`config.mk`:
```
export PLATFORM = sky130hd
export DESIGN_NAME = glb_read_arbiter
export DESIGN_NICKNAME = d
export VERILOG_FILES = /design/src/design/ipsum_cfg_pkg.sv /design/src/design/ipsum_ctrl_pkg.sv /design/src/design/glb_read_arbiter.sv
export SDC_FILE = /design/constraint.sdc
export NUM_CORES = 1
export LEC_CHECK = 0
export BUFFER_PORTS_ARGS = -buffer_cell sky130_fd_sc_hd__buf_4
export CAP_MARGIN = 10
export CORE_AREA = 2 2 39 41
export DETAILED_ROUTE_END_ITERATION = 8
export DIE_AREA = 0 0 41 43
export PLACE_DENSITY_LB_ADDON = 0.25
export SYNTH_ARGS = -nofsm -noshare
export SYNTH_HDL_FRONTEND = slang
export SYNTH_SLANG_ARGS = --single-unit
```
`constraint.sdc`:
```
create_clock -name vclk -period 1
set_input_delay 0.15 -clock vclk [all_inputs]
set_output_delay 0.15 -clock vclk [all_outputs]
set_load 0.005 [all_outputs]
```
`src/design/ipsum_cfg_pkg.sv`:
```
package ipsum_cfg_pkg;

    // Data word and address widths of the ipsum path
    localparam int unsigned WORD_W = 32;
    localparam int unsigned ADDR_W = 16;
    localparam int unsigned POP_W  = 16;

    // Default sizes, overridden through ipsum_top parameters
    localparam int unsigned FIFO_DEPTH_DEF = 8;
    localparam int unsigned GLB_DEPTH_DEF  = 256;

    // One partial sum as stored in the GLB and the FIFO
    typedef logic [WORD_W-1:0] ipsum_word_t;

    // GLB word address, wraps inside glb_bank
    typedef logic [ADDR_W-1:0] glb_addr_t;

    // Number of words popped by one task
    typedef logic [POP_W-1:0] pop_num_t;

endpackage

```
`src/design/ipsum_ctrl_pkg.sv`:
```
package ipsum_ctrl_pkg;

    // Controller phases
    typedef enum logic [1:0] {
        IDLE = 2'd0,
        POP  = 2'd1,
        PUSH = 2'd2
    } ctrl_state_t;

    // FIFO occupancy flags seen by the controller
    typedef struct packed {
        logic full;
        logic empty;
    } fifo_status_t;

    // Read request toward the GLB arbiter
    typedef struct packed {
        logic                    req;
        ipsum_cfg_pkg::glb_addr_t addr;
    } glb_rd_req_t;

    // Arbiter decision for the single GLB read port
    typedef struct packed {
        logic                    permit_ipsum;
        ipsum_cfg_pkg::glb_addr_t addr;
    } glb_rd_grant_t;

endpackage

```
`src/design/glb_read_arbiter.sv`:
```
`timescale 1ns/1ps

module glb_read_arbiter (
    input  ipsum_ctrl_pkg::glb_rd_req_t    ipsum_req_i,
    input  ipsum_ctrl_pkg::glb_rd_req_t    other_req_i,
    output ipsum_ctrl_pkg::glb_rd_grant_t  grant_o,
    output logic                           other_gnt_o
);

    // The weight-side port always wins
    assign other_gnt_o = other_req_i.req;

    // Ipsum path only gets the port when the other side is quiet
    assign grant_o.permit_ipsum = ipsum_req_i.req && !other_req_i.req;

    // Address mux for the single read port
    always_comb begin
        if (other_req_i.req) begin
            grant_o.addr = other_req_i.addr;
        end else begin
            grant_o.addr = ipsum_req_i.addr;
        end
    end

endmodule

```
==> flow_summary.ini, run 1 <==
[critical_path]
critPathArrivalTime_ns = 0.80
worst_path_dominant_cell_family = multiplexers
cp_slowest_cell = sky130_fd_sc_hd__mux2_2
setup.worst_path.start_class = input port
category_of_the_critical_setup_timing_path = in -> out
cp_data_required_time_ns = 0.85
cp_cell_sequence = buf_8 -> mux2_2 -> buf_4
worst-path-buf-inv = 2
crit_end_element = output pin
critical_path.max_stage_delay_ns = 0.35
critical_path_peak_fanout = 18
critical_path_depth = 3

[cells_and_area]
synthToLayoutAreaGrowth_pct = 145.0
register_area_um2 = 0
seq_cells = 0
clock_buffers = 0
ratio_of_cells_with_drive_above_1_in_the_final_layout_pct = 100.0
stdcell_area_um2 = 640.6
layout.filler_cells = 128
layout.nets = 105
antenna_cells = 0
multi_input_logic_area_um2 = 222.7
layout.cells.most_common = sky130_fd_sc_hd__buf_4
layout_common_cells = sky130_fd_sc_hd__buf_4, sky130_fd_sc_hd__mux2_4, sky130_fd_sc_hd__mux2_2, sky130_fd_sc_hd__and2b_2, sky130_fd_sc_hd__buf_8

[power]
vdd_ir_drop_max_v = 0.0001967
leakage_power_of_the_design_nw = 0.3591
powerDensity_nw_per_um2 = 443.9

[die]
die_w_um = 41
floorplan.core_area_um2 = 1384
io-pin-count = 52
initial_core_util_pct = 18.90
area_enclosed_by_the_die_boundary_um2 = 1763
floorplan.rows = 14
chipHeight_um = 43

[sta]
fin_setup_tns_ns = 0
final.min_clock_period_ns = 0.9511
timing.fmax_mhz = 1051
grt_setup_unrepaired = false
setup_viol = 0
post-route-worst-setup-slack_ns = 0.04893
timing.final.hold_violations = 0
slew_headroom_pct = 89.70
worst_pin_slew_ns = 0.1545
part_of_the_cycle_the_worst_path_needs_pct = 95.11
final_max_slew_viol_count = 0

[clock_tree]
post-cts-setup-buffer-count = 0
cts-hold-fix-buffers = 0

[synth]
synth_area_leaders = sky130_fd_sc_hd__mux2_4, sky130_fd_sc_hd__mux2_2, sky130_fd_sc_hd__buf_12
combinational_family_with_the_most_area_after_synthesis = multiplexers
yosys_warnings = 0
syn_area_per_cell_um2 = 13.08
synth_simple_gate_area_share_pct = 3.349
synth_xor_area_share_pct = 0
synth_seq_area_share_pct = 0
synth.cell_area_um2 = 261.5
synth_fp_nets = 54
yosys.area.top_type_share_pct = 51.67
synth.distinct_cells = 6
synth_compound_area_share_pct = 0
yosys_top_cell_by_area = sky130_fd_sc_hd__mux2_4
post_synth_fa_ha_maj_area_fraction_pct = 0
post_synth_mux_area_share_pct = 81.82
post_synthesis_instance_total = 20

[routing]
vias = 369
detail_route.wl_per_cell_um = 12.42
detail_route.iter0.violations = 0
detail-route-antenna-nets = 0
first_pass_iteration_count_of_the_detailed_router = 1
average_vias_per_placed_instance = 4.341
postRouteWirelength_mm = 1.056
post_detailed_route_drc_marker_count = 0

[global_route]
first_global_vias = 333
grt.total_usage_pct = 10.29
antenna_found_initial = 0
use_met3_pct = 5.236
grt.met2_usage_pct = 21.88
global_route.usage.met1_pct = 7.278
grt.overflow.total = 0
pin_count_of_the_biggest_net_entering_global_routing = 19
gr-max-usage-layer = met2
grt_first_pass_wirelength_mm = 1.262

[min_path]
hold_path.startpoint = other_req_i[16]
timing.hold.worst.class = in -> out
hold_path_end = other_gnt_o
whs_path_depth = 2

[flow_run]
cap_violations = 0

[placed_design]
post-dp-hpwl_um = 936.4
gp_routability_congestion = 0.6729
post-place-ws_ns = -0.05822
numPortBuffers = 52
instance_area_after_placement_um2 = 633.1

[run_status]
status = finished, final reports clean
[synthesized netlist by cell type]
cell type and number:
sky130_fd_sc_hd__mux2_4 9, sky130_fd_sc_hd__buf_12 1, sky130_fd_sc_hd__buf_6 1, sky130_fd_sc_hd__buf_4 1, sky130_fd_sc_hd__and2b_2 1, sky130_fd_sc_hd__mux2_2 7
[timing repair]
item | 4_1_cts | 5_1_grt
resized for setup | 1 | 1
endpoints found under the setup margin | 16 | 4
pin swaps | 0 | 0
[where the power goes]
group	internal (mW)	switching [mW]
Sequential	0	0
Combinational	0.212	0.0727
Clock	0	0
Total	0.212	0.0727
[layout make-up]
type	instances	area share [%]
Tap cell	16	3.125
Timing Repair Buffer	52	62.11
Multi-Input combinational cell	17	34.77
[worst max path at each step]
stage	to	from	slack (ns)
final	grant_o[3]	other_req_i[16]	0.05
after global routing	grant_o[3]	other_req_i[16]	0.03
after CTS	grant_o[3]	other_req_i[16]	0.01
after detailed placement	grant_o[3]	other_req_i[16]	-0.06
after global placement	grant_o[4]	other_req_i[16]	-0.06
after floorplan	grant_o[10]	other_req_i[16]	0.15
[kinds of logic after synthesis]
family | count (synthesis)
buf+inv | 3
simple gates | 1
mux | 16
[routing by layer]
layer  share of wire (%)  vias to the layer above
met1                  24                      146
li1                    -                      171
met4                   0                        0
met5                   0                        -
met3                  31                        0
met2                  45                       52
[through the flow]
stage | instances | utilization (%) | hold WS, ns | total power, mW
2_1_floorplan | 20 | - | 0.3808 | 0.1135
3_3_place_gp | 85 | 45.75 | 0.5909 | 0.2826
3_5_place_dp | 85 | 45.75 | 0.5928 | 0.2848
4_1_cts | 85 | 46.02 | 0.5926 | 0.2871
5_1_grt | 85 | 46.29 | 0.5977 | 0.3059
6_report | 85 | 46.29 | 0.5882 | 0.2844
Note: power is estimated with default switching activity, not from simulation.
==> inputs of run 2 (changes only) <==
--- a/config.mk
+++ b/config.mk
@@ -7,9 +7,12 @@
 export LEC_CHECK = 0
 export BUFFER_PORTS_ARGS = -buffer_cell sky130_fd_sc_hd__buf_4
 export CAP_MARGIN = 10
-export CORE_AREA = 2 2 39 41
+export CELL_PAD_IN_SITES_DETAIL_PLACEMENT = 1
+export CELL_PAD_IN_SITES_GLOBAL_PLACEMENT = 2
+export CORE_MARGIN = 1
+export CORE_UTILIZATION = 11
 export DETAILED_ROUTE_END_ITERATION = 8
-export DIE_AREA = 0 0 41 43
+export GPL_ROUTABILITY_DRIVEN = 1
 export PLACE_DENSITY_LB_ADDON = 0.25
 export SYNTH_ARGS = -nofsm -noshare
 export SYNTH_HDL_FRONTEND = slang
==> flow_summary.ini, run 2 (synthesis gave the netlist of run 1 again) <==
[routing]
first_pass_iteration_count_of_the_detailed_router = 2
detail-route-antenna-nets = 0
postRouteWirelength_mm = 1.254
detail_route.iter0.violations = 1
vias = 376
detail_route.wl_per_cell_um = 12.93
average_vias_per_placed_instance = 3.876
post_detailed_route_drc_marker_count = 0

[critical_path]
worstSetupStartpoint = other_req_i[16]
cp_data_required_time_ns = 0.85
crit_end_element = output pin
worst_path_dominant_cell_family = multiplexers
critPathArrivalTime_ns = 0.81
critical_path_peak_fanout = 18
category_of_the_critical_setup_timing_path = in -> out
setup.worst_path.start_class = input port
critical_path.max_stage_delay_ns = 0.35
cp_slowest_cell = sky130_fd_sc_hd__mux2_2
cp_cell_sequence = buf_8 -> mux2_2 -> buf_4
worst-path-buf-inv = 2

[global_route]
antenna_found_initial = 0
grt.total_usage_pct = 9.051
grt_first_pass_wirelength_mm = 1.725
grt.overflow.total = 0
first_global_vias = 391
pin_count_of_the_biggest_net_entering_global_routing = 19

[clock_tree]
cts-hold-fix-buffers = 0

[cells_and_area]
layout.cells.most_common = sky130_fd_sc_hd__buf_4
register_area_um2 = 0
ratio_of_cells_with_drive_above_1_in_the_final_layout_pct = 100.0
seq_cells = 0
synthToLayoutAreaGrowth_pct = 150.7
layout.core_utilization_pct = 29.36
layout.nets = 105
antenna_cells = 0
stdcell_area_um2 = 655.6
layout_common_cells = sky130_fd_sc_hd__buf_4, sky130_fd_sc_hd__mux2_4, sky130_fd_sc_hd__mux2_2, sky130_fd_sc_hd__and2b_2, sky130_fd_sc_hd__buf_8
clock_buffers = 0

[placed_design]
numPortBuffers = 52
gp_routability_congestion = 0.6667
instance_area_after_placement_um2 = 648.1

[min_path]
hold_path.startpoint = other_req_i[16]
timing.hold.worst.class = in -> out

[power]
vdd_ir_drop_max_v = 0.0001935
leakage_power_of_the_design_nw = 0.3591
powerDensity_nw_per_um2 = 439.5

[sta]
part_of_the_cycle_the_worst_path_needs_pct = 95.63
final.min_clock_period_ns = 0.9563
grt_setup_unrepaired = false
worst_pin_slew_ns = 0.1615
final_max_slew_viol_count = 0
timing.final.hold_violations = 0
setup_viol = 0
timing.fmax_mhz = 1046
slew_headroom_pct = 89.23

[die]
floorplan.rows = 17
chipHeight_um = 50.76
area_enclosed_by_the_die_boundary_um2 = 2576
floorplan.core_area_um2 = 2233
io-pin-count = 52
die_w_um = 50.76
initial_core_util_pct = 11.71

[flow_run]
cap_violations = 0

[run_status]
status = finished, final reports clean
run 2: cell counts in the layout (fill, tap and decap cells not counted):
Identical to the previous run, type by type.
run 2: repair_timing:
item,in CTS,in global routing
buffers inserted,0,0
gates resized for setup,1,1
pin swaps,0,0
setup endpoints to repair,16,7
run 2: final cells by class:
| cell class | count | area, um2 |
|---|---|---|
| fill | 279 | 1578 |
| multi-input combinational | 17 | 222.7 |
| tap | 28 | 35.03 |
| timing repair buffer | 52 | 397.9 |
run 2: metal layers:
metal | GRT usage (%) | vias to the layer above | share of wire, %
met5 | 0 | - | 0
met4 | 0 | 0 | 0
met3 | 4.545 | 0 | 21
met2 | 18.22 | 52 | 44
met1 | 8.511 | 153 | 35
li1 | - | 171 | -
run 2: metrics by stage:
stage | setup slack (ns) | power, mW | instances | TNS, ns | hold slack, ns
5_1_grt | 0.01434 | 0.3088 | 97 | 0 | 0.6021
6_report | 0.04366 | 0.2881 | 97 | 0 | 0.5926
3_5_place_dp | -0.06921 | 0.2900 | 97 | -0.6977 | 0.5938
2_1_floorplan | 0.1512 | 0.1135 | 20 | 0 | 0.3808
3_3_place_gp | -0.06565 | 0.2875 | 97 | -0.6227 | 0.5910
4_1_cts | 0.005850 | 0.2920 | 97 | 0 | 0.5941
run 2: power by group:
group / internal, mW / switching [mW]
sequential: 0 / 0
clock: 0 / 0
combinational: 0.212 / 0.0762
total: 0.212 / 0.0762
run 2: worst paths after layout:
kind	endpoint	slack, ns	depth (start not counted)
worst min-delay path	other_gnt_o	0.59	2
worst max-delay path	grant_o[4]	0.04	3
