`config.mk`:
```
export PLATFORM = sky130hd
export DESIGN_NAME = ipsum_fifo
export DESIGN_NICKNAME = d
export VERILOG_FILES = /design/src/design/ipsum_cfg_pkg.sv /design/src/design/ipsum_ctrl_pkg.sv /design/src/design/ipsum_fifo.sv
export SDC_FILE = /design/constraint.sdc
export NUM_CORES = 1
export LEC_CHECK = 0
export ABC_CLOCK_PERIOD_IN_PS = 7200
export BUFFER_PORTS_ARGS = -buffer_cell sky130_fd_sc_hd__buf_2
export CORE_AREA = 2 2 147 149
export CTS_CLUSTER_SIZE = 14
export DETAILED_ROUTE_END_ITERATION = 16
export DIE_AREA = 0 0 149 151
export PLACE_DENSITY = 0.67
export SETUP_SLACK_MARGIN = 0.5
export SLEW_MARGIN = 0
export SYNTH_ARGS = -nofsm -noshare
export SYNTH_HDL_FRONTEND = slang
export SYNTH_SLANG_ARGS = --single-unit
```
`constraint.sdc`:
```
create_clock -name clk -period 7.2 [get_ports clk]
set_clock_uncertainty 0.15 [all_clocks]
set_input_delay 0.72 -clock clk [delete_from_list [all_inputs] [get_ports clk]]
set_output_delay 0.72 -clock clk [all_outputs]
set_load 0.01 [all_outputs]
```
`src/design/ipsum_cfg_pkg.sv`:
```
package ipsum_cfg_pkg;

    // Data word and address widths of the ipsum path
    localparam int unsigned WORD_W = 32;
    localparam int unsigned ADDR_W = 16;
    localparam int unsigned POP_W  = 16;

    // Default sizes, overridden through ipsum_top parameters
    localparam int unsigned FIFO_DEPTH_DEF = 8;
    localparam int unsigned GLB_DEPTH_DEF  = 256;

    // One partial sum as stored in the GLB and the FIFO
    typedef logic [WORD_W-1:0] ipsum_word_t;

    // GLB word address, wraps inside glb_bank
    typedef logic [ADDR_W-1:0] glb_addr_t;

    // Number of words popped by one task
    typedef logic [POP_W-1:0] pop_num_t;

endpackage

```
`src/design/ipsum_ctrl_pkg.sv`:
```
package ipsum_ctrl_pkg;

    // Controller phases
    typedef enum logic [1:0] {
        IDLE = 2'd0,
        POP  = 2'd1,
        PUSH = 2'd2
    } ctrl_state_t;

    // FIFO occupancy flags seen by the controller
    typedef struct packed {
        logic full;
        logic empty;
    } fifo_status_t;

    // Read request toward the GLB arbiter
    typedef struct packed {
        logic                    req;
        ipsum_cfg_pkg::glb_addr_t addr;
    } glb_rd_req_t;

    // Arbiter decision for the single GLB read port
    typedef struct packed {
        logic                    permit_ipsum;
        ipsum_cfg_pkg::glb_addr_t addr;
    } glb_rd_grant_t;

endpackage

```
`src/design/ipsum_fifo.sv`:
```
`timescale 1ns/1ps

module ipsum_fifo #(
    parameter int unsigned FIFO_DEPTH = ipsum_cfg_pkg::FIFO_DEPTH_DEF
) (
    input  logic                          clk,
    input  logic                          rst_n,
    input  logic                          clear_i,
    input  logic                          push_i,
    input  ipsum_cfg_pkg::ipsum_word_t    push_data_i,
    input  logic                          pop_i,
    output ipsum_cfg_pkg::ipsum_word_t    head_o,
    output ipsum_ctrl_pkg::fifo_status_t  status_o
);

    import ipsum_cfg_pkg::*;

    localparam int unsigned PW = (FIFO_DEPTH > 1) ? $clog2(FIFO_DEPTH) : 1;
    localparam int unsigned CW = $clog2(FIFO_DEPTH + 1);
    localparam logic [PW-1:0] LAST_PTR = PW'(FIFO_DEPTH - 1);
    localparam logic [CW-1:0] DEPTH_C  = CW'(FIFO_DEPTH);

    ipsum_word_t   mem [FIFO_DEPTH];
    logic [PW-1:0] wr_ptr_q;
    logic [PW-1:0] rd_ptr_q;
    logic [CW-1:0] count_q;
    logic          do_push;
    logic          do_pop;

    // Overflow and underflow are blocked here as well
    assign do_push = push_i && !status_o.full;
    assign do_pop  = pop_i && !status_o.empty;

    always_ff @(posedge clk) begin
        if (do_push) begin
            mem[wr_ptr_q] <= push_data_i;
        end
    end

    always_ff @(posedge clk or negedge rst_n) begin
        if (!rst_n) begin
            wr_ptr_q <= '0;
            rd_ptr_q <= '0;
            count_q  <= '0;
        end else if (clear_i) begin
            wr_ptr_q <= '0;
            rd_ptr_q <= '0;
            count_q  <= '0;
        end else begin
            if (do_push) begin
                wr_ptr_q <= (wr_ptr_q == LAST_PTR) ? '0 : wr_ptr_q + PW'(1);
            end
            if (do_pop) begin
                rd_ptr_q <= (rd_ptr_q == LAST_PTR) ? '0 : rd_ptr_q + PW'(1);
            end
            unique case ({do_push, do_pop})
                2'b10:   count_q <= count_q + CW'(1);
                2'b01:   count_q <= count_q - CW'(1);
                default: count_q <= count_q;
            endcase
        end
    end

    // Head word is visible without popping
    assign head_o         = mem[rd_ptr_q];
    assign status_o.full  = (count_q == DEPTH_C);
    assign status_o.empty = (count_q == '0);

endmodule

```
==> summary.txt, run 1 <==
Timing
  • Fmax: 251 MHz
  • Final number of max-transition violations: 0
  • RSZ-0062 raised after global routing: false
  • Worst-margin pin slew: 1.07 ns
  • Final period utilization: 55.3%
  • Rel. slew slack: 28.6%
  • Total Neg Setup Slack: 0 ns
  • Minimum clock period: 3.98 ns
  • Final hold vios: 0
  • Final setup viols: 0

Detailed routing
  • Detailed-route wire length per cell: 22.5 um
  • Via count: 4702
  • DRC viols: 0
  • Iter 0 DRT Violations: 310
  • Number of vias per cell: 5.66
  • DRT antenna net count: 0
  • Drt pass-1 iters: 6
  • Drt total wl: 18.7 mm

Yosys
  • Cell area after synthesis: 0.0103 sq mm
  • Synth Flop Type: edfxtp_1
  • Gate Count Post-Synth: 450
  • Synthesized Nets: 493
  • Top post-synthesis cells by area: edfxtp_1 75%, mux4_2 14%, mux2_2 3.6%, dfrtp_1 2.4%, ha_1 0.73%
  • YS warnings: 0
  • Yosys top cell area share: 74.6%
  • Netlist cell types: 38
  • Avg Synthesized Cell Area: 22.9 sq um
  • Post-synthesis sequential area ratio: 77.0%
  • Synth Register Bits: 266
  • Post-synth EDFFs: 256
  • Largest area contributor in the synthesized netlist: edfxtp_1
  • Async set-or-reset flop fraction in the synthesized netlist: 3.76%

Pwr
  • Worst vdd ir: 0.000195 V
  • Leak Pwr: 3.82 nW
  • Pwr dens: 323 mW/mm^2

Min path
  • Worst Hold Launch: push_data_i[28]
  • Min-delay worst type: in2reg
  • WHS Path Cells: 1
  • Hold Path End: mem[4][28]

GRT
  • First-pass GRT wire length: 28.7 mm
  • Largest net degree at the start of global routing: 67
  • Grt ovf: 0
  • Overall routing resource usage: 17.2%
  • Initial antenna violation count: 1
  • Number of global-route vias before repair: 4979

Clock network
  • Post-CTS resize count: 0
  • Max clock buf depth: 3
  • H-tree levels: 1
  • Clock buffer count from CTS: 26
  • Clk_lat worst skew: 0.52 ns
  • Clock root cell: clkbuf_16
  • CTS tree: built
  • CTS Sinks: 266
  • Post-CTS Repair Setup Buffers: 0
  • CTS Hold Bufs: 1
  • Worst-path clk slew: 0.06 ns

Critical path
  • Worst Path Buf+Inv: 2
  • Max incr delay on CP: 0.84 ns
  • R2R depth: 7
  • Worst r2r src: count_q[1]
  • CP max FO: 34
  • Critical Path RT: 6.33 ns
  • CP delay by family, top: multiplexers
  • Worst path slowest cell: dfrtp_4
  • Worst r2r dst: count_q[3]
  • R2R setup slack: 4.40 ns
  • Sequence of cells on the critical path: buf_4, mux4_2, mux2_2, buf_2
  • CP Capture Type: output pin
  • Critical Path AT: 3.11 ns
  • Worst setup path start: rd_ptr_q[0]
  • CP Class: reg2out
  • Startpoint types: flop

Floorplan
  • Row count: 53
  • I/O Pins: 71
  • Die width: 149 um
  • Starting Density: 49.5%
  • Die H: 151 um
  • Area of the core: 0.0208 sq mm
  • Die area: 0.0225 sq mm

Job
  • Max cap viols: 0

Layout
  • FILL cells: 1549
  • Final Non-Filler Cells: 831
  • Layout cells sized above 1: 41.6%
  • Layout area overhead: 14.8%
  • Nets@finish: 580

Outcome
  • Status: finished clean

Placement
  • # port buffers: 70
  • Placed Cells: 783
  • Dpl hpwl: 10.1 mm
  • Gpl congestion: 0.683
==> layer usage <==
metal	vias up	GRT usage, %	share of wire, %
li1	2080	-	-
met1	2469	22.5	41
met2	123	30.2	51
met5	-	0	0
met4	0	4.29	1.6
met3	30	3.28	5.9
==> cell usage after synthesis, drive strengths merged (2+ instances only) <==
library cell and instances:
clkbuf 12, mux4 64, mux2 33, dfrtp 10
inv 2, edfxtp 256, buf 11, or3 2
nand2 4, o21ai 3, mux2i 3, nor3 6
nor2 12, ha 6, a21oi 6, nand2b 2
==> logic make-up (layout without fill, tap and decap cells) <==
kind of cell,count (synthesis),after routing,synth area share [%]
buf+inv,25,130,1.06
compound gates,19,19,1.52
other cells,0,1,0
fa+ha+maj,6,6,0.729
xor+xnor,2,2,0.170
flops,266,266,77.0
simple gates,32,32,1.59
mux,100,100,17.9
==> through the flow <==
stage          util [%]  total power (W)  instance area, sq um  hold WS (ns)  setup WS (ns)
4_1_cts            56.8          0.00387                 11800         0.300           3.10
2_1_floorplan         -          0.00242                 10300         0.274           2.37
5_1_grt            56.8          0.00399                 11800         0.314           2.95
6_report           56.8          0.00382                 11800         0.319           3.22
3_3_place_gp       53.0          0.00262                 11000         0.448           3.67
3_5_place_dp       53.0          0.00264                 11000         0.447           3.65
==> placed cells by master, fill, tap and decap left out, types with 2 or more instances in the layout <==
master and count:
edfxtp_1 256, buf_2 70, mux4_2 64, mux2_2 33, clkbuf_16 27, buf_4 11
nor2_1 9, clkbuf_1 9, dfrtp_1 7, a21oi_1 6, ha_1 6, nand2_1 4
nor3_2 4, clkinv_2 4, nor2_4 3, mux2i_1 3, clkinv_1 3, inv_1 2
nand2b_1 2, nor3_1 2, o21ai_0 2, clkbuf_8 2, dfrtp_2 2
==> worst max path at each step <==
| stage | to | slack [ns] | depth (start not counted) |
|---|---|---|---|
| 5_1_grt | head_o[24] | 2.95 | 4 |
| 4_1_cts | head_o[24] | 3.10 | 4 |
| 3_5_place_dp | head_o[24] | 3.65 | 4 |
| 6_report | head_o[24] | 3.22 | 4 |
| 3_3_place_gp | head_o[28] | 3.67 | 4 |
| 2_1_floorplan | mem[0][0] | 2.37 | 3 |
==> registers in the layout, summed over array words and instances (netlist names) <==
name and flops:
rd_ptr_q 3, count_q 4, mem 256, wr_ptr_q 3
==> power breakdown <==
part / total [W] / leakage (nW) / internal (W) / switching [W]
Combinational: 0.000731 / 0.985 / 0.000389 / 0.000341
Clock: 0.00123 / 0.382 / 0.000705 / 0.000520
Sequential: 0.00186 / 2.45 / 0.00178 / 0.0000789
Total: 0.00382 / 3.82 / 0.00288 / 0.000940
==> worst register-to-register path: stages, from the launching register on <==
cell and delay [ns]:
dfrtp_1 0.50, o41ai_4 0.66, nor2_1 0.16, ha_1 0.35, o21ai_0 0.14, a211oi_2 0.12, or4_1 0.48, a21oi_1 0.15
==> cell type report <==
type	instances	area, sq um	area share [%]
clock inverters	8	40.0	0.339
well taps	275	344	2.91
clock buffers	38	737	6.23
diodes	1	2.50	0.0212
repair buffers	82	443	3.75
flip-flops and latches	266	7940	67.2
multi-input cells	159	2300	19.5
inverters	2	7.51	0.0635
Note: power is estimated with default switching activity, not from simulation.
==> run 2: changes to the inputs <==
--- a/config.mk
+++ b/config.mk
@@ -5,13 +5,13 @@
 export SDC_FILE = /design/constraint.sdc
 export NUM_CORES = 1
 export LEC_CHECK = 0
-export ABC_CLOCK_PERIOD_IN_PS = 7200
+export ABC_CLOCK_PERIOD_IN_PS = 3500
 export BUFFER_PORTS_ARGS = -buffer_cell sky130_fd_sc_hd__buf_2
 export CORE_AREA = 2 2 147 149
 export CTS_CLUSTER_SIZE = 14
 export DETAILED_ROUTE_END_ITERATION = 16
 export DIE_AREA = 0 0 149 151
-export PLACE_DENSITY = 0.67
+export PLACE_DENSITY = 0.7
 export SETUP_SLACK_MARGIN = 0.5
 export SLEW_MARGIN = 0
 export SYNTH_ARGS = -nofsm -noshare
==> constraint.sdc (replaced) <==
create_clock -name clk -period 3.5 [get_ports clk]
set_clock_uncertainty 0.15 [all_clocks]
set_input_delay 0.35 -clock clk [delete_from_list [all_inputs] [get_ports clk]]
set_output_delay 0.35 -clock clk [all_outputs]
set_load 0.01 [all_outputs]
==> run 2 against run 1 <==
Net effect:
- first-iteration DRC count shrank 34%
- clock power rose to 2.6 times the previous value
- via count is 3.7% higher
- register-to-register slack worse by 3.6 ns
- sequential power grew 110%
- highest routed layer unchanged
==> summary.txt, run 2 (same netlist as run 1, synthesis figures left out) <==
Clock network
  • Clk_lat worst skew: 0.53 ns (was 0.52 ns)
  • Worst-path clk slew: 0.06 ns (about the same)
  • Max clock buf depth: 3 (unchanged)
  • H-tree levels: 1 (unchanged)
  • Clock root cell: clkbuf_16 (unchanged)
  • CTS tree: built (unchanged)
  • CTS Sinks: 266 (unchanged)
  • Clock buffer count from CTS: 28 (was 26)

GRT
  • Largest net degree at the start of global routing: 41 (was 67)
  • Overall routing resource usage: 18.0% (was 17.2%)
  • Grt ovf: 0 (unchanged)
  • First-pass GRT wire length: 30.4 mm (was 28.7 mm)
  • Number of global-route vias before repair: 5411 (was 4979)
  • Initial antenna violation count: 0 (was 1)

Floorplan
  • Row count: 53 (unchanged)
  • Area of the core: 0.0208 sq mm (unchanged)
  • Die area: 0.0225 sq mm (unchanged)
  • Die H: 151 um (unchanged)
  • Starting Density: 49.5% (unchanged)
  • Die width: 149 um (unchanged)
  • I/O Pins: 71 (unchanged)

Layout
  • Commonest non-fill, non-tap cells in the layout: 256 x edfxtp_1, 70 x buf_2, 64 x mux4_2 (unchanged)
  • Post-route cell area: 0.0125 sq mm (was 0.0118 sq mm)
  • Layout area overhead: 21.2% (was 14.8%)
  • Layout Utilization: 60.0% (was 56.8%)
  • # diodes: 0 (was 1)
  • Top reg by flops: mem (unchanged)
  • Nets@finish: 619 (was 580)
  • Largest registers: mem x256, count_q x4 (unchanged)
  • Final Non-Filler Cells: 869 (was 831)
  • Max reg flops: 256 (unchanged)
  • Commonest non-fill, non-tap cell in the layout: edfxtp_1 (unchanged)
  • Layout cells sized above 1: 40.9% (was 41.6%)

Critical path
  • Critical Path RT: 3.00 ns (was 6.33 ns)
  • Critical Path AT: 2.39 ns (was 3.11 ns)
  • Worst setup path start: rd_ptr_q[1] (was rd_ptr_q[0])
  • Max incr delay on CP: 0.71 ns (was 0.84 ns)
  • CP Class: reg2out (unchanged)
  • Sequence of cells on the critical path: buf_12, mux4_2, mux2_2, buf_2 (was buf_4, mux4_2, mux2_2, buf_2)
  • CP Capture Type: output pin (unchanged)
  • Worst r2r src: count_q[1] (unchanged)
  • Worst path slowest cell: dfrtp_4 (unchanged)
  • Startpoint types: flop (unchanged)
  • CP max FO: 40 (was 34)

Placement
  • Placed Cells: 786 (was 783)
  • Gpl congestion: 0.714 (was 0.683)
  • Dpl hpwl: 10.5 mm (was 10.1 mm)
  • # port buffers: 70 (unchanged)
  • DP Area: 0.0111 sq mm (was 0.0110 sq mm)

Detailed routing
  • DRT antenna net count: 0 (unchanged)
  • Via count: 4874 (was 4702)
  • Iter 0 DRT Violations: 204 (was 310)
  • DRC viols: 0 (unchanged)
  • Drt total wl: 19.3 mm (was 18.7 mm)
  • Drt pass-1 iters: 4 (was 6)
  • Detailed-route wire length per cell: 22.3 um (was 22.5 um)
  • Number of vias per cell: 5.61 (was 5.66)

Timing
  • Minimum clock period: 2.89 ns
  • Worst-margin pin slew: 1.04 ns (was 1.07 ns)
  • RSZ-0062 raised after global routing: false (unchanged)
  • Final setup viols: 0 (unchanged)
  • Hold_ws: 0.0581 ns (was 0.319 ns)
  • Final hold vios: 0 (unchanged)
  • Final number of max-transition violations: 0 (unchanged)
  • Rel. slew slack: 30.5% (was 28.6%)
  • Final period utilization: 82.6%
  • Fmax: 346 MHz
  • Total Neg Setup Slack: 0 ns (unchanged)

Pwr
  • Worst vdd ir: 0.000438 V (was 0.000195 V)
  • Leak Pwr: 4.10 nW (was 3.82 nW)
  • Pwr dens: 689 mW/mm^2 (was 323 mW/mm^2)

Min path
  • Min-delay worst type: in2async (was in2reg)

Outcome
  • Status: finished clean (unchanged)

Job
  • Max cap viols: 0 (unchanged)
==> run 2: cell count changes in the layout (fill, tap and decap cells not counted), sizes merged <==
cell	previous run	this run
diode	1	0
bufinv	0	7
dlygate4sd3	1	34
clkinvlp	0	1
buf	81	85
clkbuf	38	32
==> run 2: path summary, 6_finish.rpt <==
check,end,slack (ns),depth (start not counted)
max,head_o[20],0.61,4
min,rd_ptr_q[1],0.06,2
max reg2reg,count_q[3],0.76,7
min reg2reg,count_q[2],0.50,2
max in group asynchronous,rd_ptr_q[0],2.90,2
min in group clk,rd_ptr_q[1],0.13,4
==> run 2: what timing repair did <==
action	in CTS	in global routing
hold buffers	34	0
gates resized for setup	1	0
endpoints found under the hold margin	276	0
endpoints found under the setup margin	31	0
setup buffers	1	0
==> run 2: area by class of cell <==
cell class                      count  area (sq um)
Clock inverter                     16           258
Timing Repair Buffer              119           873
Inverter                            2          7.51
Tap cell                          275           344
Clock buffer                       32           737
Sequential cell                   266          7950
Multi-Input combinational cell    159          2320
Fill cell                        1470          8340
==> run 2: power by group <==
| part | internal [W] | total (W) | switching [W] | leakage, nW |
|---|---|---|---|---|
| logic | 0.000878 | 0.00163 | 0.000756 | 1.16 |
| clock network | 0.00201 | 0.00316 | 0.00114 | 0.484 |
| registers | 0.00367 | 0.00382 | 0.000143 | 2.45 |
==> run 2: per-layer routing <==
layer,vias to the layer above,share of wire [%],GRT usage [%]
met3,29,4.3,2.98
met1,2577,42,23.4
met4,0,1.9,4.43
met5,-,0,0
met2,116,52,32.1
li1,2152,-,-
==> run 2: critical path: cells and delay by family (launching register included) <==
family / cells / cell delay (ns)
flops: 1 / 0.71
mux: 2 / 0.65
buf+inv: 2 / 0.46
==> run 2: per-stage QoR <==
step	worst slack, ns	total power, W
final	0.610	0.00861
after global routing	0.516	0.00895
after CTS	0.573	0.00870
after detailed placement	0.755	0.00550
after global placement	0.910	0.00545
after floorplan	-0.354	0.00498
