$ cat src/design/ipsum_cfg_pkg.sv
package ipsum_cfg_pkg;

    // Data word and address widths of the ipsum path
    localparam int unsigned WORD_W = 32;
    localparam int unsigned ADDR_W = 16;
    localparam int unsigned POP_W  = 16;

    // Default sizes, overridden through ipsum_top parameters
    localparam int unsigned FIFO_DEPTH_DEF = 8;
    localparam int unsigned GLB_DEPTH_DEF  = 256;

    // One partial sum as stored in the GLB and the FIFO
    typedef logic [WORD_W-1:0] ipsum_word_t;

    // GLB word address, wraps inside glb_bank
    typedef logic [ADDR_W-1:0] glb_addr_t;

    // Number of words popped by one task
    typedef logic [POP_W-1:0] pop_num_t;

endpackage

$ cat src/design/ipsum_ctrl_pkg.sv
package ipsum_ctrl_pkg;

    // Controller phases
    typedef enum logic [1:0] {
        IDLE = 2'd0,
        POP  = 2'd1,
        PUSH = 2'd2
    } ctrl_state_t;

    // FIFO occupancy flags seen by the controller
    typedef struct packed {
        logic full;
        logic empty;
    } fifo_status_t;

    // Read request toward the GLB arbiter
    typedef struct packed {
        logic                    req;
        ipsum_cfg_pkg::glb_addr_t addr;
    } glb_rd_req_t;

    // Arbiter decision for the single GLB read port
    typedef struct packed {
        logic                    permit_ipsum;
        ipsum_cfg_pkg::glb_addr_t addr;
    } glb_rd_grant_t;

endpackage

$ cat src/design/ipsum_fifo_ctrl.sv
`timescale 1ns/1ps

module ipsum_fifo_ctrl (
    input  logic                          clk,
    input  logic                          rst_n,

    // Task interface
    input  logic                          need_pop_i,
    input  ipsum_cfg_pkg::pop_num_t       pop_num_i,
    input  logic                          fifo_reset_i,
    input  ipsum_cfg_pkg::glb_addr_t      base_addr_i,

    // FIFO flags and arbiter permit
    input  ipsum_ctrl_pkg::fifo_status_t  fifo_status_i,
    input  logic                          permit_push_i,

    // GLB read request, FIFO strobes and task status
    output ipsum_ctrl_pkg::glb_rd_req_t   rd_req_o,
    output logic                          push_o,
    output logic                          pop_o,
    output logic                          done_o
);

    import ipsum_cfg_pkg::*;
    import ipsum_ctrl_pkg::*;

    ctrl_state_t state_q;
    ctrl_state_t state_d;

    pop_num_t  pop_num_q;
    pop_num_t  pop_cnt_q;
    glb_addr_t rd_ptr_q;
    logic      last_pop;

    // Last word of the task leaves the FIFO this cycle
    assign last_pop = pop_o && (pop_cnt_q == pop_num_q - pop_num_t'(1));

    always_ff @(posedge clk or negedge rst_n) begin
        if (!rst_n) begin
            state_q <= IDLE;
        end else begin
            state_q <= state_d;
        end
    end

    always_comb begin
        state_d = state_q;
        unique case (state_q)
            IDLE: begin
                if (need_pop_i && !fifo_status_i.empty) begin
                    state_d = POP;
                end else if (need_pop_i) begin
                    state_d = PUSH;
                end
            end
            POP: begin
                // Ran dry mid task, go refill
                if (fifo_status_i.empty) begin
                    state_d = PUSH;
                end else if (last_pop) begin
                    state_d = IDLE;
                end
            end
            PUSH: begin
                if (fifo_status_i.full) begin
                    state_d = POP;
                end
            end
            default: state_d = IDLE;
        endcase
    end

    // Pop count of the task, latched at start
    always_ff @(posedge clk or negedge rst_n) begin
        if (!rst_n) begin
            pop_num_q <= '0;
        end else if (state_q == IDLE && need_pop_i) begin
            pop_num_q <= pop_num_i;
        end
    end

    // Words popped so far in this task
    always_ff @(posedge clk or negedge rst_n) begin
        if (!rst_n) begin
            pop_cnt_q <= '0;
        end else if (state_q == IDLE) begin
            pop_cnt_q <= '0;
        end else if (pop_o) begin
            pop_cnt_q <= pop_cnt_q + pop_num_t'(1);
        end
    end

    // GLB offset of the next word to fetch
    always_ff @(posedge clk or negedge rst_n) begin
        if (!rst_n) begin
            rd_ptr_q <= '0;
        end else if (fifo_reset_i) begin
            rd_ptr_q <= '0;
        end else if (push_o) begin
            rd_ptr_q <= rd_ptr_q + glb_addr_t'(1);
        end
    end

    // Request only while there is room in the FIFO
    assign rd_req_o.req  = (state_q == PUSH) && !fifo_status_i.full;
    assign rd_req_o.addr = base_addr_i + rd_ptr_q;

    assign push_o = rd_req_o.req && permit_push_i;
    assign pop_o  = (state_q == POP) && !fifo_status_i.empty;
    assign done_o = (state_q == IDLE);

endmodule

$ cat config.mk
export PLATFORM = sky130hd
export DESIGN_NAME = ipsum_fifo_ctrl
export DESIGN_NICKNAME = d
export VERILOG_FILES = /design/src/design/ipsum_cfg_pkg.sv /design/src/design/ipsum_ctrl_pkg.sv /design/src/design/ipsum_fifo_ctrl.sv
export SDC_FILE = /design/constraint.sdc
export NUM_CORES = 1
export LEC_CHECK = 0
export BUFFER_PORTS_ARGS = -buffer_cell sky130_fd_sc_hd__buf_4
export CORE_MARGIN = 10
export CORE_UTILIZATION = 57
export CTS_CLUSTER_SIZE = 24
export DETAILED_ROUTE_END_ITERATION = 12
export GPL_ROUTABILITY_DRIVEN = 0
export PLACE_DENSITY = 0.89
export SLEW_MARGIN = 20
export SYNTH_ARGS = -nofsm -noshare
export SYNTH_HDL_FRONTEND = slang
export SYNTH_SLANG_ARGS = --single-unit
$ cat constraint.sdc
create_clock -name clk -period 2.9 [get_ports clk]
set_clock_uncertainty 0.15 [all_clocks]
set_input_delay 0.29 -clock clk [delete_from_list [all_inputs] [get_ports clk]]
set_output_delay 0.29 -clock clk [all_outputs]
set_load 0.02 [all_outputs]
==> results of run 1 <==
## final cells by class
cell class	instances	area, µm²
timing repair buffer	69	520
clock buffer	6	72.6
tap	72	90.1
inverter	10	37.5
multi-input combinational	288	2190
sequential	50	1260
fill	395	1410
clock inverter	2	37.5
## layer usage
layer | vias to the layer above | wire length (µm) | part of all wire [%] | GRT usage, %
met2 | 123 | 4420 | 50 | 28.7
li1 | 1421 | - | - | -
met1 | 1463 | 3630 | 41 | 18.3
met4 | 0 | 219 | 2.5 | 5.19
met5 | - | 0 | 0 | 0
met3 | 17 | 488 | 5.6 | 3.76
## stage by stage
stage          hold slack (ns)  power (W)
2_1_floorplan           -0.156    0.00163
3_3_place_gp             0.190    0.00184
3_5_place_dp             0.195    0.00189
4_1_cts                 0.0463    0.00239
5_1_grt                 0.0643    0.00254
6_report                0.0541    0.00239
## timing repair
action,in CTS,in global routing
endpoints found under the setup margin,5,7
hold buffers,1,0
gates resized for setup,8,23
hold endpoints to repair,50,0
pin swaps,2,7
buffers inserted,3,5
## cell usage in the layout, fill, tap and decap left out, types with 3 or more instances in the layout
master / instances
sky130_fd_sc_hd__a21o_1: 5
sky130_fd_sc_hd__a21oi_1: 12
sky130_fd_sc_hd__a31oi_1: 3
sky130_fd_sc_hd__and3_1: 7
sky130_fd_sc_hd__and4_1: 4
sky130_fd_sc_hd__buf_4: 68
sky130_fd_sc_hd__clkbuf_8: 5
sky130_fd_sc_hd__dfrtp_1: 46
sky130_fd_sc_hd__dfrtp_2: 4
sky130_fd_sc_hd__ha_1: 11
sky130_fd_sc_hd__ha_4: 6
sky130_fd_sc_hd__inv_1: 8
sky130_fd_sc_hd__mux2_2: 14
sky130_fd_sc_hd__mux2i_1: 8
sky130_fd_sc_hd__nand2_1: 27
sky130_fd_sc_hd__nand3_1: 17
sky130_fd_sc_hd__nand4_1: 8
sky130_fd_sc_hd__nor2_1: 36
sky130_fd_sc_hd__nor3_1: 4
sky130_fd_sc_hd__nor4_1: 6
sky130_fd_sc_hd__o211ai_1: 5
sky130_fd_sc_hd__o21ai_0: 14
sky130_fd_sc_hd__or3_1: 5
sky130_fd_sc_hd__or4_1: 4
sky130_fd_sc_hd__xnor2_1: 26
sky130_fd_sc_hd__xor2_1: 25
## worst max-delay path by stage
stage / startpoint / end / slack, ns
3_3_place_gp: rd_ptr_q[2]$_DFFE_PN0P_ / rd_req_o[15] / 0.23
2_1_floorplan: rd_ptr_q[0]$_DFFE_PN0P_ / rd_req_o[14] / 0.35
3_5_place_dp: rd_ptr_q[2]$_DFFE_PN0P_ / rd_req_o[15] / 0.11
5_1_grt: rd_ptr_q[10]$_DFFE_PN0P_ / rd_req_o[15] / -0.13
6_report: rd_ptr_q[0]$_DFFE_PN0P_ / rd_req_o[14] / -0.07
4_1_cts: rd_ptr_q[0]$_DFFE_PN0P_ / rd_req_o[14] / 0.003
## critical path: stages (launching register included)
cell and delay [ns]:
sky130_fd_sc_hd__dfrtp_1 0.42, sky130_fd_sc_hd__ha_4 0.18, sky130_fd_sc_hd__inv_2 0.06, sky130_fd_sc_hd__fa_2 0.22, sky130_fd_sc_hd__nor2b_4 0.05, sky130_fd_sc_hd__o211ai_1 0.27, sky130_fd_sc_hd__a21o_1 0.29, sky130_fd_sc_hd__a31oi_4 0.14
sky130_fd_sc_hd__o41ai_2 0.28, sky130_fd_sc_hd__xnor2_1 0.16, sky130_fd_sc_hd__buf_4 0.16
## cell families (layout without fill, tap and decap cells)
| family | Yosys count | count (layout) | share of synthesized area (%) |
|---|---|---|---|
| AO/OA/AOI/OAI | 60 | 60 | 11.6 |
| multiplexers | 22 | 22 | 7.09 |
| XOR/XNOR | 51 | 51 | 13.3 |
| flip-flops | 50 | 50 | 37.3 |
| AND/OR/NAND/NOR | 136 | 136 | 21.3 |
| buffers and inverters | 18 | 87 | 2.16 |
| adder cells (fa/ha/maj) | 19 | 19 | 7.31 |
## registers in the layout (all words and copies together) (netlist names)
| signal | cells |
|---|---|
| state_q | 2 |
| rd_ptr_q | 16 |
| pop_cnt_q | 16 |
| pop_num_q | 16 |
## power breakdown
| group | internal (W) | switching [W] |
|---|---|---|
| clock | 0.000257 | 0.000218 |
| sequential | 0.000832 | 0.000185 |
| combinational | 0.000438 | 0.000457 |
==> impl_results.rst, run 1 <==
.. list-table::
   :header-rows: 1

   * - Metric
     - Value
   * - Max Cap Violations
     - 0
   * - Total die area
     - around 9400 µm²
   * - Clock sink count
     - 50
   * - Share of post-route cells with drive strength above 1
     - 28.2%
   * - Average wire per cell in the routed design
     - 17.6 µm
   * - Worst reg2reg endpoint
     - state_q[0]$_DFFE_PN0P_
   * - Most frequent cell after synthesis
     - sky130_fd_sc_hd__dfrtp_1
   * - Final worst setup slack
     - -0.0719 ns
   * - Number of instances in the synthesized netlist
     - 356
   * - Number of search-and-repair iterations in the first detailed-routing pass
     - 4
   * - Count of inserted antenna diode cells
     - 0
   * - Total core area
     - approximately 5600 µm²
   * - Final critical delay including setup and external delays
     - ~3.0 ns
   * - Pins Over Slew Limit
     - 0
   * - Drt total wl
     - a little under 9 mm
   * - Hold Crit Class
     - input pin to flip-flop
   * - Floorplan row count
     - 27
   * - Final hold viol count
     - 0
   * - Static Leak
     - roughly 1.9 nW
   * - Cell types occupying the most area after synthesis
     - sky130_fd_sc_hd__dfrtp_1 37%, sky130_fd_sc_hd__xnor2_1 6.8%, sky130_fd_sc_hd__ha_1 6.7%, sky130_fd_sc_hd__xor2_1 6.5%, sky130_fd_sc_hd__mux2_2 4.7%
   * - Sequential element share of the synthesized area
     - between 30% and 40%
   * - VDD IR-drop max
     - 0.530 mV
   * - Setup repair after global routing missed its margin
     - yes
   * - Number of antenna violations at the first check in global routing
     - 0
   * - Syn Std Cell Area
     - between 3000 and 4000 µm²
   * - Worst rel slew slack
     - between 50% and 60%
   * - Most instantiated flip-flop cell in the synthesis netlist
     - sky130_fd_sc_hd__dfrtp_1
   * - Clock network latency to the later pin of the worst-skew pair
     - around 0.3 ns
   * - Violated checks
     - setup timing
   * - Count of unresolved DRC violations after routing
     - 0
   * - Number of nets in the synthesized netlist
     - 414
   * - Register clock-pin slew on the reported worst setup and hold paths
     - approximately 0.08 ns
   * - CP endpoint kind
     - output pin
   * - Die extent in x
     - 96.7 µm
   * - Finished Core Util
     - between 70% and 80%
   * - Post-synth ARST share
     - 100%
   * - Wire length of the first global-routing pass
     - 13.2 mm
   * - Average instance area after synthesis
     - ~9.4 µm²
   * - Run status
     - complete, but fails checks
   * - Number of distinct library cell variants in the gate-level netlist after synthesis
     - 54
   * - Number of global-route vias before repair
     - approximately 3000
   * - Hold EP
     - pop_num_q[12]$_DFFE_PN0P_
   * - Via density per instance
     - between 6 and 7
   * - Nets
     - 482
   * - EDFF count, synth
     - 0
   * - Max frequency
     - 336 MHz
   * - Clock tree from TritonCTS
     - yes
   * - Post-detailed-placement half-perimeter wirelength
     - slightly below 6 mm
   * - Highest fanout seen on the critical path
     - 3
   * - Fraction of the cycle the final worst path needs
     - 102%
   * - Hold Path Cell Cnt
     - 3
   * - Final TNS setup
     - -0.146 ns
   * - Setup slack of the worst register-to-register path
     - 0.24 ns
   * - Max Root-Sink Buffers
     - 2
   * - Vias after detailed routing
     - between 3000 and 4000
   * - DRC marker count from the first detailed-route iteration
     - 165
   * - Total of buffers placed on input and output ports
     - 58
   * - Total placed instance area
     - roughly 3900 µm²
   * - Final Non-Filler Cells
     - between 400 and 500
   * - Residual overflow from global routing
     - 0
   * - Number of placed instances with taps included
     - 480
   * - Top Ports
     - 59
   * - Data required time at the worst endpoint
     - about 2.5 ns
   * - Cell at the root of the clock tree
     - sky130_fd_sc_hd__clkbuf_8
   * - Worst setup path class
     - flip-flop to output pin
   * - Maximum number of pins on one net before global-route repair
     - 51
   * - Starting density of the core
     - approximately three fifths
   * - Cell taking the most area after synthesis
     - sky130_fd_sc_hd__dfrtp_1
   * - Kind of start point of the critical path
     - flip-flop
   * - Slew at the pin closest to its max-slew limit
     - 0.613 ns
   * - Yosys top cell area share
     - between 30 and 40%
   * - Commonest cells post-synth
     - 50 x sky130_fd_sc_hd__dfrtp_1, 37 x sky130_fd_sc_hd__nor2_1, 28 x sky130_fd_sc_hd__nand2_1
   * - Startpoint of the lowest-slack register-to-register path
     - pop_num_q[0]$_DFFE_PN0P_
   * - Area overhead of the layout relative to synthesis
     - 25.3%
   * - Warning count from the yosys run
     - 0
   * - Post-Layout Inst Area
     - 4200 µm²
   * - Antenna-violating nets left
     - 0
   * - Critical hold path startpoint
     - pop_num_i[12]
   * - TritonCTS buffer count
     - 5
   * - Flip-flop and latch count after synthesis
     - 50
   * - Die boundary height
     - around 97 µm
   * - H-tree Lvls
     - 2
   * - Total track usage
     - between 10% and 20%
   * - Register-to-Register Path Depth
     - 8
   * - Power per standard cell area
     - 568 nW/µm²
   * - Arrival @ worst endpoint
     - 2.53 ns
   * - Number of setup violations in the final report
     - 4
   * - Post-placement worst setup slack
     - ~0.11 ns
No activity file was read; power rests on OpenSTA's default activity.
==> inputs of run 2 (changes only) <==
Settings changed: BUFFER_PORTS_ARGS -buffer_cell sky130_fd_sc_hd__buf_4 to default, CORE_UTILIZATION 57 to 64, DONT_BUFFER_PORTS from default to 1, PLACE_DENSITY 0.89 to 0.88.
==> impl_results.rst, run 2 (synthesis gave the netlist of run 1 again) <==
.. list-table::
   :header-rows: 1

   * - Metric
     - Value
   * - VDD IR-drop max
     - roughly 0.55 mV
   * - Internal power component
     - between 0.001 and 0.0015 W
   * - Worst setup path class
     - flip-flop to output pin
   * - Cell at the root of the clock tree
     - sky130_fd_sc_hd__clkbuf_8
   * - TritonCTS buffer count
     - 5
   * - Clock network latency to the later pin of the worst-skew pair
     - roughly 0.30 ns
   * - Total core area
     - 5110 µm²
   * - Post-detailed-placement half-perimeter wirelength
     - roughly 5.6 mm
   * - Finished Core Util
     - 77.8%
   * - Average wire per cell in the routed design
     - approximately 18 µm
   * - Clock power frac
     - between 20% and 30%
   * - Antenna-violating nets left
     - 0
   * - Number of global-route vias before repair
     - approximately 2800
   * - Worst rel slew slack
     - about half
   * - Clock tree from TritonCTS
     - yes
   * - Hold Crit Class
     - input pin to flip-flop
   * - Static Leak
     - about 1.7 nW
   * - Final critical delay including setup and external delays
     - roughly 2.8 ns
   * - Top Ports
     - 59
   * - Count of inserted antenna diode cells
     - 0
   * - Data required time at the worst endpoint
     - about 2.5 ns
   * - Gate power share
     - a little over a third
   * - Number of setup violations in the final report
     - 0
   * - Number of placed instances with taps included
     - around 430
   * - Switching component of the power
     - 0.000845 W
   * - Pins Over Slew Limit
     - 0
   * - Highest fanout seen on the critical path
     - 3
   * - Switching power share of the total
     - 36.3%
   * - Max Cap Violations
     - 0
   * - DRC marker count from the first detailed-route iteration
     - between 100 and 150
   * - Top Registers
     - pop_cnt_q x16, pop_num_q x16, rd_ptr_q x16
   * - Via density per instance
     - ~6.2
   * - Wire length of the first global-routing pass
     - between 10 and 15 mm
   * - Slew at the pin closest to its max-slew limit
     - approximately 0.75 ns
   * - Die boundary height
     - roughly 92 µm
   * - Leading cell type in the layout, fill and taps excluded
     - sky130_fd_sc_hd__dfrtp_1
   * - Arrival @ worst endpoint
     - 2.40 ns
   * - Power per standard cell area
     - between 500 and 600 nW/µm²
   * - Run status
     - complete, no violations
   * - Number of antenna violations at the first check in global routing
     - 0
   * - H-tree Lvls
     - 2
   * - Final TNS setup
     - 0 ns
   * - Share of post-route cells with drive strength above 1
     - 16.1%
   * - Setup repair after global routing missed its margin
     - yes
   * - Count of unresolved DRC violations after routing
     - 0
   * - Reg power frac
     - between 40% and 50%
   * - Post-placement worst setup slack
     - 0.107 ns
   * - CP endpoint kind
     - output pin
   * - Floorplan row count
     - 26
   * - Die extent in x
     - ~92 µm
   * - Max frequency
     - 352 MHz
   * - Final worst setup slack
     - roughly 0.056 ns
   * - Setup slack of the worst register-to-register path
     - between 0.2 and 0.3 ns
   * - Clock sink count
     - 50
   * - Number of search-and-repair iterations in the first detailed-routing pass
     - 4
   * - Leading cell types in the layout, fill and taps excluded
     - 49 x sky130_fd_sc_hd__dfrtp_1, 37 x sky130_fd_sc_hd__nor2_1, 28 x sky130_fd_sc_hd__nand2_1
   * - Nets
     - 442
   * - Maximum number of pins on one net before global-route repair
     - 51
   * - Vias after detailed routing
     - 2842
   * - Starting density of the core
     - about two thirds
   * - Total of buffers placed on input and output ports
     - 0
   * - Drt total wl
     - roughly 8.0 mm
   * - Max Root-Sink Buffers
     - 2
   * - Final hold viol count
     - 0
   * - Total track usage
     - between 10% and 20%
   * - Area overhead of the layout relative to synthesis
     - 18.5%
   * - Fraction of the cycle the final worst path needs
     - 98.1%
   * - Total die area
     - around 8500 µm²
   * - Residual overflow from global routing
     - 0
   * - Kind of start point of the critical path
     - flip-flop
   * - Final Non-Filler Cells
     - about 460
   * - Register clock-pin slew on the reported worst setup and hold paths
     - about 0.090 ns
## run 2: changes by cell type in the layout (fill, tap and decap cells not counted), sizes merged
cell         before  now
buf              68   10
dlygate4sd3       1   19
clkinv            1    3
clkbuf            6    5
clkinvlp          1    0
## run 2: final timing paths
kind,startpoint,end,depth (start not counted)
max,rd_ptr_q[0]$_DFFE_PN0P_,rd_req_o[14],10
min,need_pop_i,state_q[1]$_DFFE_PN0P_,2
max reg2reg,pop_num_q[0]$_DFFE_PN0P_,state_q[0]$_DFFE_PN0P_,8
min reg2reg,pop_cnt_q[13]$_DFFE_PN0P_,pop_cnt_q[13]$_DFFE_PN0P_,1
max in group asynchronous,rst_n,rd_ptr_q[2]$_DFFE_PN0P_,2
min in group asynchronous,rst_n,pop_num_q[15]$_DFFE_PN0P_,2
## run 2: critical path: stages, from the launching register on
cell	delay [ns]
sky130_fd_sc_hd__dfrtp_1	0.40
sky130_fd_sc_hd__ha_4	0.16
sky130_fd_sc_hd__inv_1	0.05
sky130_fd_sc_hd__fa_2	0.36
sky130_fd_sc_hd__nor2b_2	0.15
sky130_fd_sc_hd__o211ai_1	0.14
sky130_fd_sc_hd__a21o_1	0.23
sky130_fd_sc_hd__a31oi_4	0.19
sky130_fd_sc_hd__o41ai_2	0.09
sky130_fd_sc_hd__xnor2_1	0.18
sky130_fd_sc_hd__buf_4	0.17
## run 2: area by class of cell
cell class | instances | area (µm²)
clock buffers | 5 | 68.8
clock inverters | 3 | 40.0
fillers | 333 | 1130
inverters | 10 | 37.5
multi-input cells | 288 | 2200
flip-flops and latches | 50 | 1250
well taps | 70 | 87.6
repair buffers | 29 | 285
## run 2: metal layers
metal / up-vias / share of wire (%) / track usage [%]
met5: - / 0 / 0
met4: 0 / 2.2 / 5.66
met3: 21 / 6.1 / 5.08
met2: 93 / 52 / 32.0
met1: 1383 / 40 / 19.2
li1: 1345 / - / -
## run 2: power groups by stage
stage	combinational (W)	sequential (W)	clock, W
finish	0.000836	0.00102	0.000474
global route	0.000915	0.00105	0.000518
detailed placement	0.000760	0.00103	0
CTS	0.000820	0.00101	0.000487
floorplan	0.000647	0.000979	0
global placement	0.000736	0.00102	0
## run 2: repair_timing
item | 4_1_cts | 5_1_grt
endpoints found under the hold margin | 83 | 0
hold buffers | 20 | 0
endpoints found under the setup margin | 6 | 7
cloned | 0 | 0
pin swaps | 0 | 4
setup buffers | 1 | 1
resized for setup | 4 | 26
## run 2: stage by stage
step	hold WS, ns	total power (W)	cell area [µm²]
3_5_place_dp	-0.153	0.00179	3470
4_1_cts	0.0332	0.00232	3820
3_3_place_gp	-0.153	0.00175	3470
6_report	0.0392	0.00233	3970
2_1_floorplan	-0.156	0.00163	3350
5_1_grt	0.0535	0.00248	3970
==> inputs of run 3 (changes only) <==
Settings changed: CELL_PAD_IN_SITES_DETAIL_PLACEMENT from default to 0, CELL_PAD_IN_SITES_GLOBAL_PLACEMENT from default to 1, CORE_UTILIZATION 64 to 49, SKIP_CTS_REPAIR_TIMING from default to 1.
==> impl_results.rst, run 3 (synthesis gave the netlist of run 1 again) <==
.. list-table::
   :header-rows: 1

   * - Metric
     - Value
   * - Area overhead of the layout relative to synthesis
     - 17.0%
   * - Clock network latency to the later pin of the worst-skew pair
     - roughly 0.30 ns
   * - Drt total wl
     - 7.62 mm
   * - Slowest cell on crit path
     - sky130_fd_sc_hd__or4_4
   * - Switching component of the power
     - ~0.00085 W
   * - Average wire per cell in the routed design
     - 16.3 µm
   * - Static Leak
     - between 1.5 and 2 nW
   * - Top Registers
     - pop_cnt_q x16, pop_num_q x16, rd_ptr_q x16
   * - Post-Layout Inst Area
     - 3930 µm²
   * - Setup repair after global routing missed its margin
     - yes
   * - Critical hold path startpoint
     - fifo_status_i[0]
   * - Worst setup path class
     - flip-flop to output pin
   * - Residual overflow from global routing
     - 0
   * - Total track usage
     - between 10% and 20%
   * - Die extent in x
     - 103 µm
   * - Starting density of the core
     - between 40 and 50%
   * - Vias after detailed routing
     - 2730
   * - Run status
     - complete, but fails checks
   * - Startpoint of the lowest-slack register-to-register path
     - pop_num_q[0]$_DFFE_PN0P_
   * - Number of setup violations in the final report
     - 0
   * - Leading cell type in the layout, fill and taps excluded
     - sky130_fd_sc_hd__dfrtp_1
   * - Fraction of the cycle the final worst path needs
     - a little over nine tenths
   * - H-tree Lvls
     - 2
   * - Nets
     - between 400 and 500
   * - Share of post-route cells with drive strength above 1
     - around 16%
   * - Clock sink count
     - 50
   * - Highest fanout seen on the critical path
     - 3
   * - DRC marker count from the first detailed-route iteration
     - about 170
   * - Hold Crit Class
     - input pin to flip-flop
   * - VDD IR-drop max
     - 0.334 mV
   * - Post-route worst hold slack
     - -0.00650 ns
   * - Register-to-Register Path Depth
     - 8
   * - Number of global-route vias before repair
     - roughly 2600
   * - Total core area
     - about 6700 µm²
   * - Kind of start point of the critical path
     - flip-flop
   * - Max Root-Sink Buffers
     - 2
   * - Count of unresolved DRC violations after routing
     - 0
   * - Number of antenna violations at the first check in global routing
     - 0
   * - Hold Path Cell Cnt
     - 2
   * - Post-detailed-placement half-perimeter wirelength
     - about 5.7 mm
   * - Cell at the root of the clock tree
     - sky130_fd_sc_hd__clkbuf_8
   * - Power per standard cell area
     - 579 nW/µm²
   * - Final hold viol count
     - 1
   * - Maximum number of pins on one net before global-route repair
     - 51
   * - Total die area
     - around 11000 µm²
   * - Top cell family by delay on the critical path
     - compound AO/OA/AOI/OAI gates
   * - CP endpoint kind
     - output pin
   * - Top Ports
     - just under 60
   * - Setup slack of the worst register-to-register path
     - ~0.32 ns
   * - Leading cell types in the layout, fill and taps excluded
     - 48 x sky130_fd_sc_hd__dfrtp_1, 37 x sky130_fd_sc_hd__nor2_1, 28 x sky130_fd_sc_hd__nand2_1
   * - Die boundary height
     - roughly 100 µm
   * - Data required time at the worst endpoint
     - roughly 2.5 ns
   * - Switching power share of the total
     - between 30% and 40%
   * - Worst reg2reg endpoint
     - state_q[0]$_DFFE_PN0P_
   * - Clock power frac
     - between 10% and 20%
   * - Slowest cell delay on critical path
     - about 0.43 ns
   * - Tot Pwr
     - between 0.002 and 0.0025 W
   * - Wire length of the first global-routing pass
     - 12.1 mm
   * - Violated checks
     - hold timing
   * - Max Cap Violations
     - 0
   * - Reg power frac
     - a little under half
   * - TritonCTS buffer count
     - 5
   * - Internal power component
     - around 0.0014 W
   * - Buffers plus inverters on the worst setup path
     - 0
   * - Arrival @ worst endpoint
     - roughly 2.4 ns
   * - Floorplan row count
     - 30
   * - Final critical delay including setup and external delays
     - 2.80 ns
   * - Max frequency
     - approximately 360 MHz
   * - Gate power share
     - between 30 and 40%
   * - Slew at the pin closest to its max-slew limit
     - between 0.7 and 0.8 ns
   * - Clock tree from TritonCTS
     - yes
   * - Pins Over Slew Limit
     - 0
   * - Hold EP
     - state_q[1]$_DFFE_PN0P_
   * - Number of search-and-repair iterations in the first detailed-routing pass
     - 4
   * - Total of buffers placed on input and output ports
     - 0
   * - Chain of cells forming the critical path
     - ha_1 -> a211oi_2 -> o21ai_1 -> a21o_1 -> a21o_1 -> or4_4 -> nand3_4
   * - Register clock-pin slew on the reported worst setup and hold paths
     - ~0.090 ns
   * - Total placed instance area
     - approximately 3500 µm²
   * - Worst rel slew slack
     - approximately half
   * - Final TNS setup
     - 0 ns
   * - Cell repeated most along the worst path
     - sky130_fd_sc_hd__a21o_1
   * - Via density per instance
     - 5.85
   * - Antenna-violating nets left
     - 0
   * - Count of inserted antenna diode cells
     - 0
-- run 3: cell count changes in the layout (fill, tap and decap cells not counted), sizes merged --
cell         previous run  this run
dlygate4sd3            19        17
bufinv                  1         0
buf                    10        14
clkinv                  3         2
clkbuf                  5         7
-- run 3: layout make-up --
type / instances / area (µm²)
fillers: 565 / 2790
multi-input cells: 288 / 2150
flip-flops and latches: 50 / 1250
repair buffers: 31 / 295
well taps: 80 / 100
clock buffers: 7 / 86.3
inverters: 10 / 37.5
clock inverters: 1 / 5.00
-- run 3: power groups by stage --
stage / clock, W / combinational, W / sequential (W)
after CTS: 0.000428 / 0.000777 / 0.00103
after global routing: 0.000459 / 0.000909 / 0.00106
final: 0.000413 / 0.000823 / 0.00104
after global placement: 0 / 0.000753 / 0.00104
after floorplan: 0 / 0.000647 / 0.000979
after detailed placement: 0 / 0.000774 / 0.00104
-- run 3: layer usage --
metal | up-vias | GRT usage [%] | share of wire [%]
li1 | 1351 | - | -
met1 | 1312 | 16.3 | 42
met2 | 62 | 25.4 | 52
met3 | 5 | 3.28 | 5.6
met4 | 0 | 3.10 | 0.83
met5 | - | 0 | 0
-- run 3: stage by stage --
step / setup WS [ns] / utilization (%) / cells
floorplan: 0.355 / - / 356
global route: -0.0291 / 58.4 / 467
finish: 0.104 / 58.4 / 467
CTS: -0.0895 / 53.2 / 444
global placement: 0.277 / 51.9 / 436
detailed placement: 0.251 / 51.9 / 436
-- run 3: worst register-to-register path, stage by stage, from the launching register on --
cell and delay [ns]:
sky130_fd_sc_hd__dfrtp_1 0.42, sky130_fd_sc_hd__inv_1 0.08, sky130_fd_sc_hd__ha_1 0.20, sky130_fd_sc_hd__or4b_4 0.50, sky130_fd_sc_hd__or4_4 0.44, sky130_fd_sc_hd__xnor2_1 0.15, sky130_fd_sc_hd__o22ai_1 0.16, sky130_fd_sc_hd__and4_4 0.23
sky130_fd_sc_hd__a41oi_2 0.12
-- run 3: worst max path at each step --
stage | start | endpoint | slack [ns] | cells past startpoint
floorplan | rd_ptr_q[0]$_DFFE_PN0P_ | rd_req_o[14] | 0.35 | 9
global placement | rd_ptr_q[2]$_DFFE_PN0P_ | rd_req_o[15] | 0.28 | 8
detailed placement | rd_ptr_q[1]$_DFFE_PN0P_ | rd_req_o[9] | 0.25 | 7
CTS | rd_ptr_q[1]$_DFFE_PN0P_ | rd_req_o[9] | -0.09 | 7
global route | rd_ptr_q[0]$_DFFE_PN0P_ | rd_req_o[14] | -0.03 | 10
finish | rd_ptr_q[1]$_DFFE_PN0P_ | rd_req_o[9] | 0.10 | 7
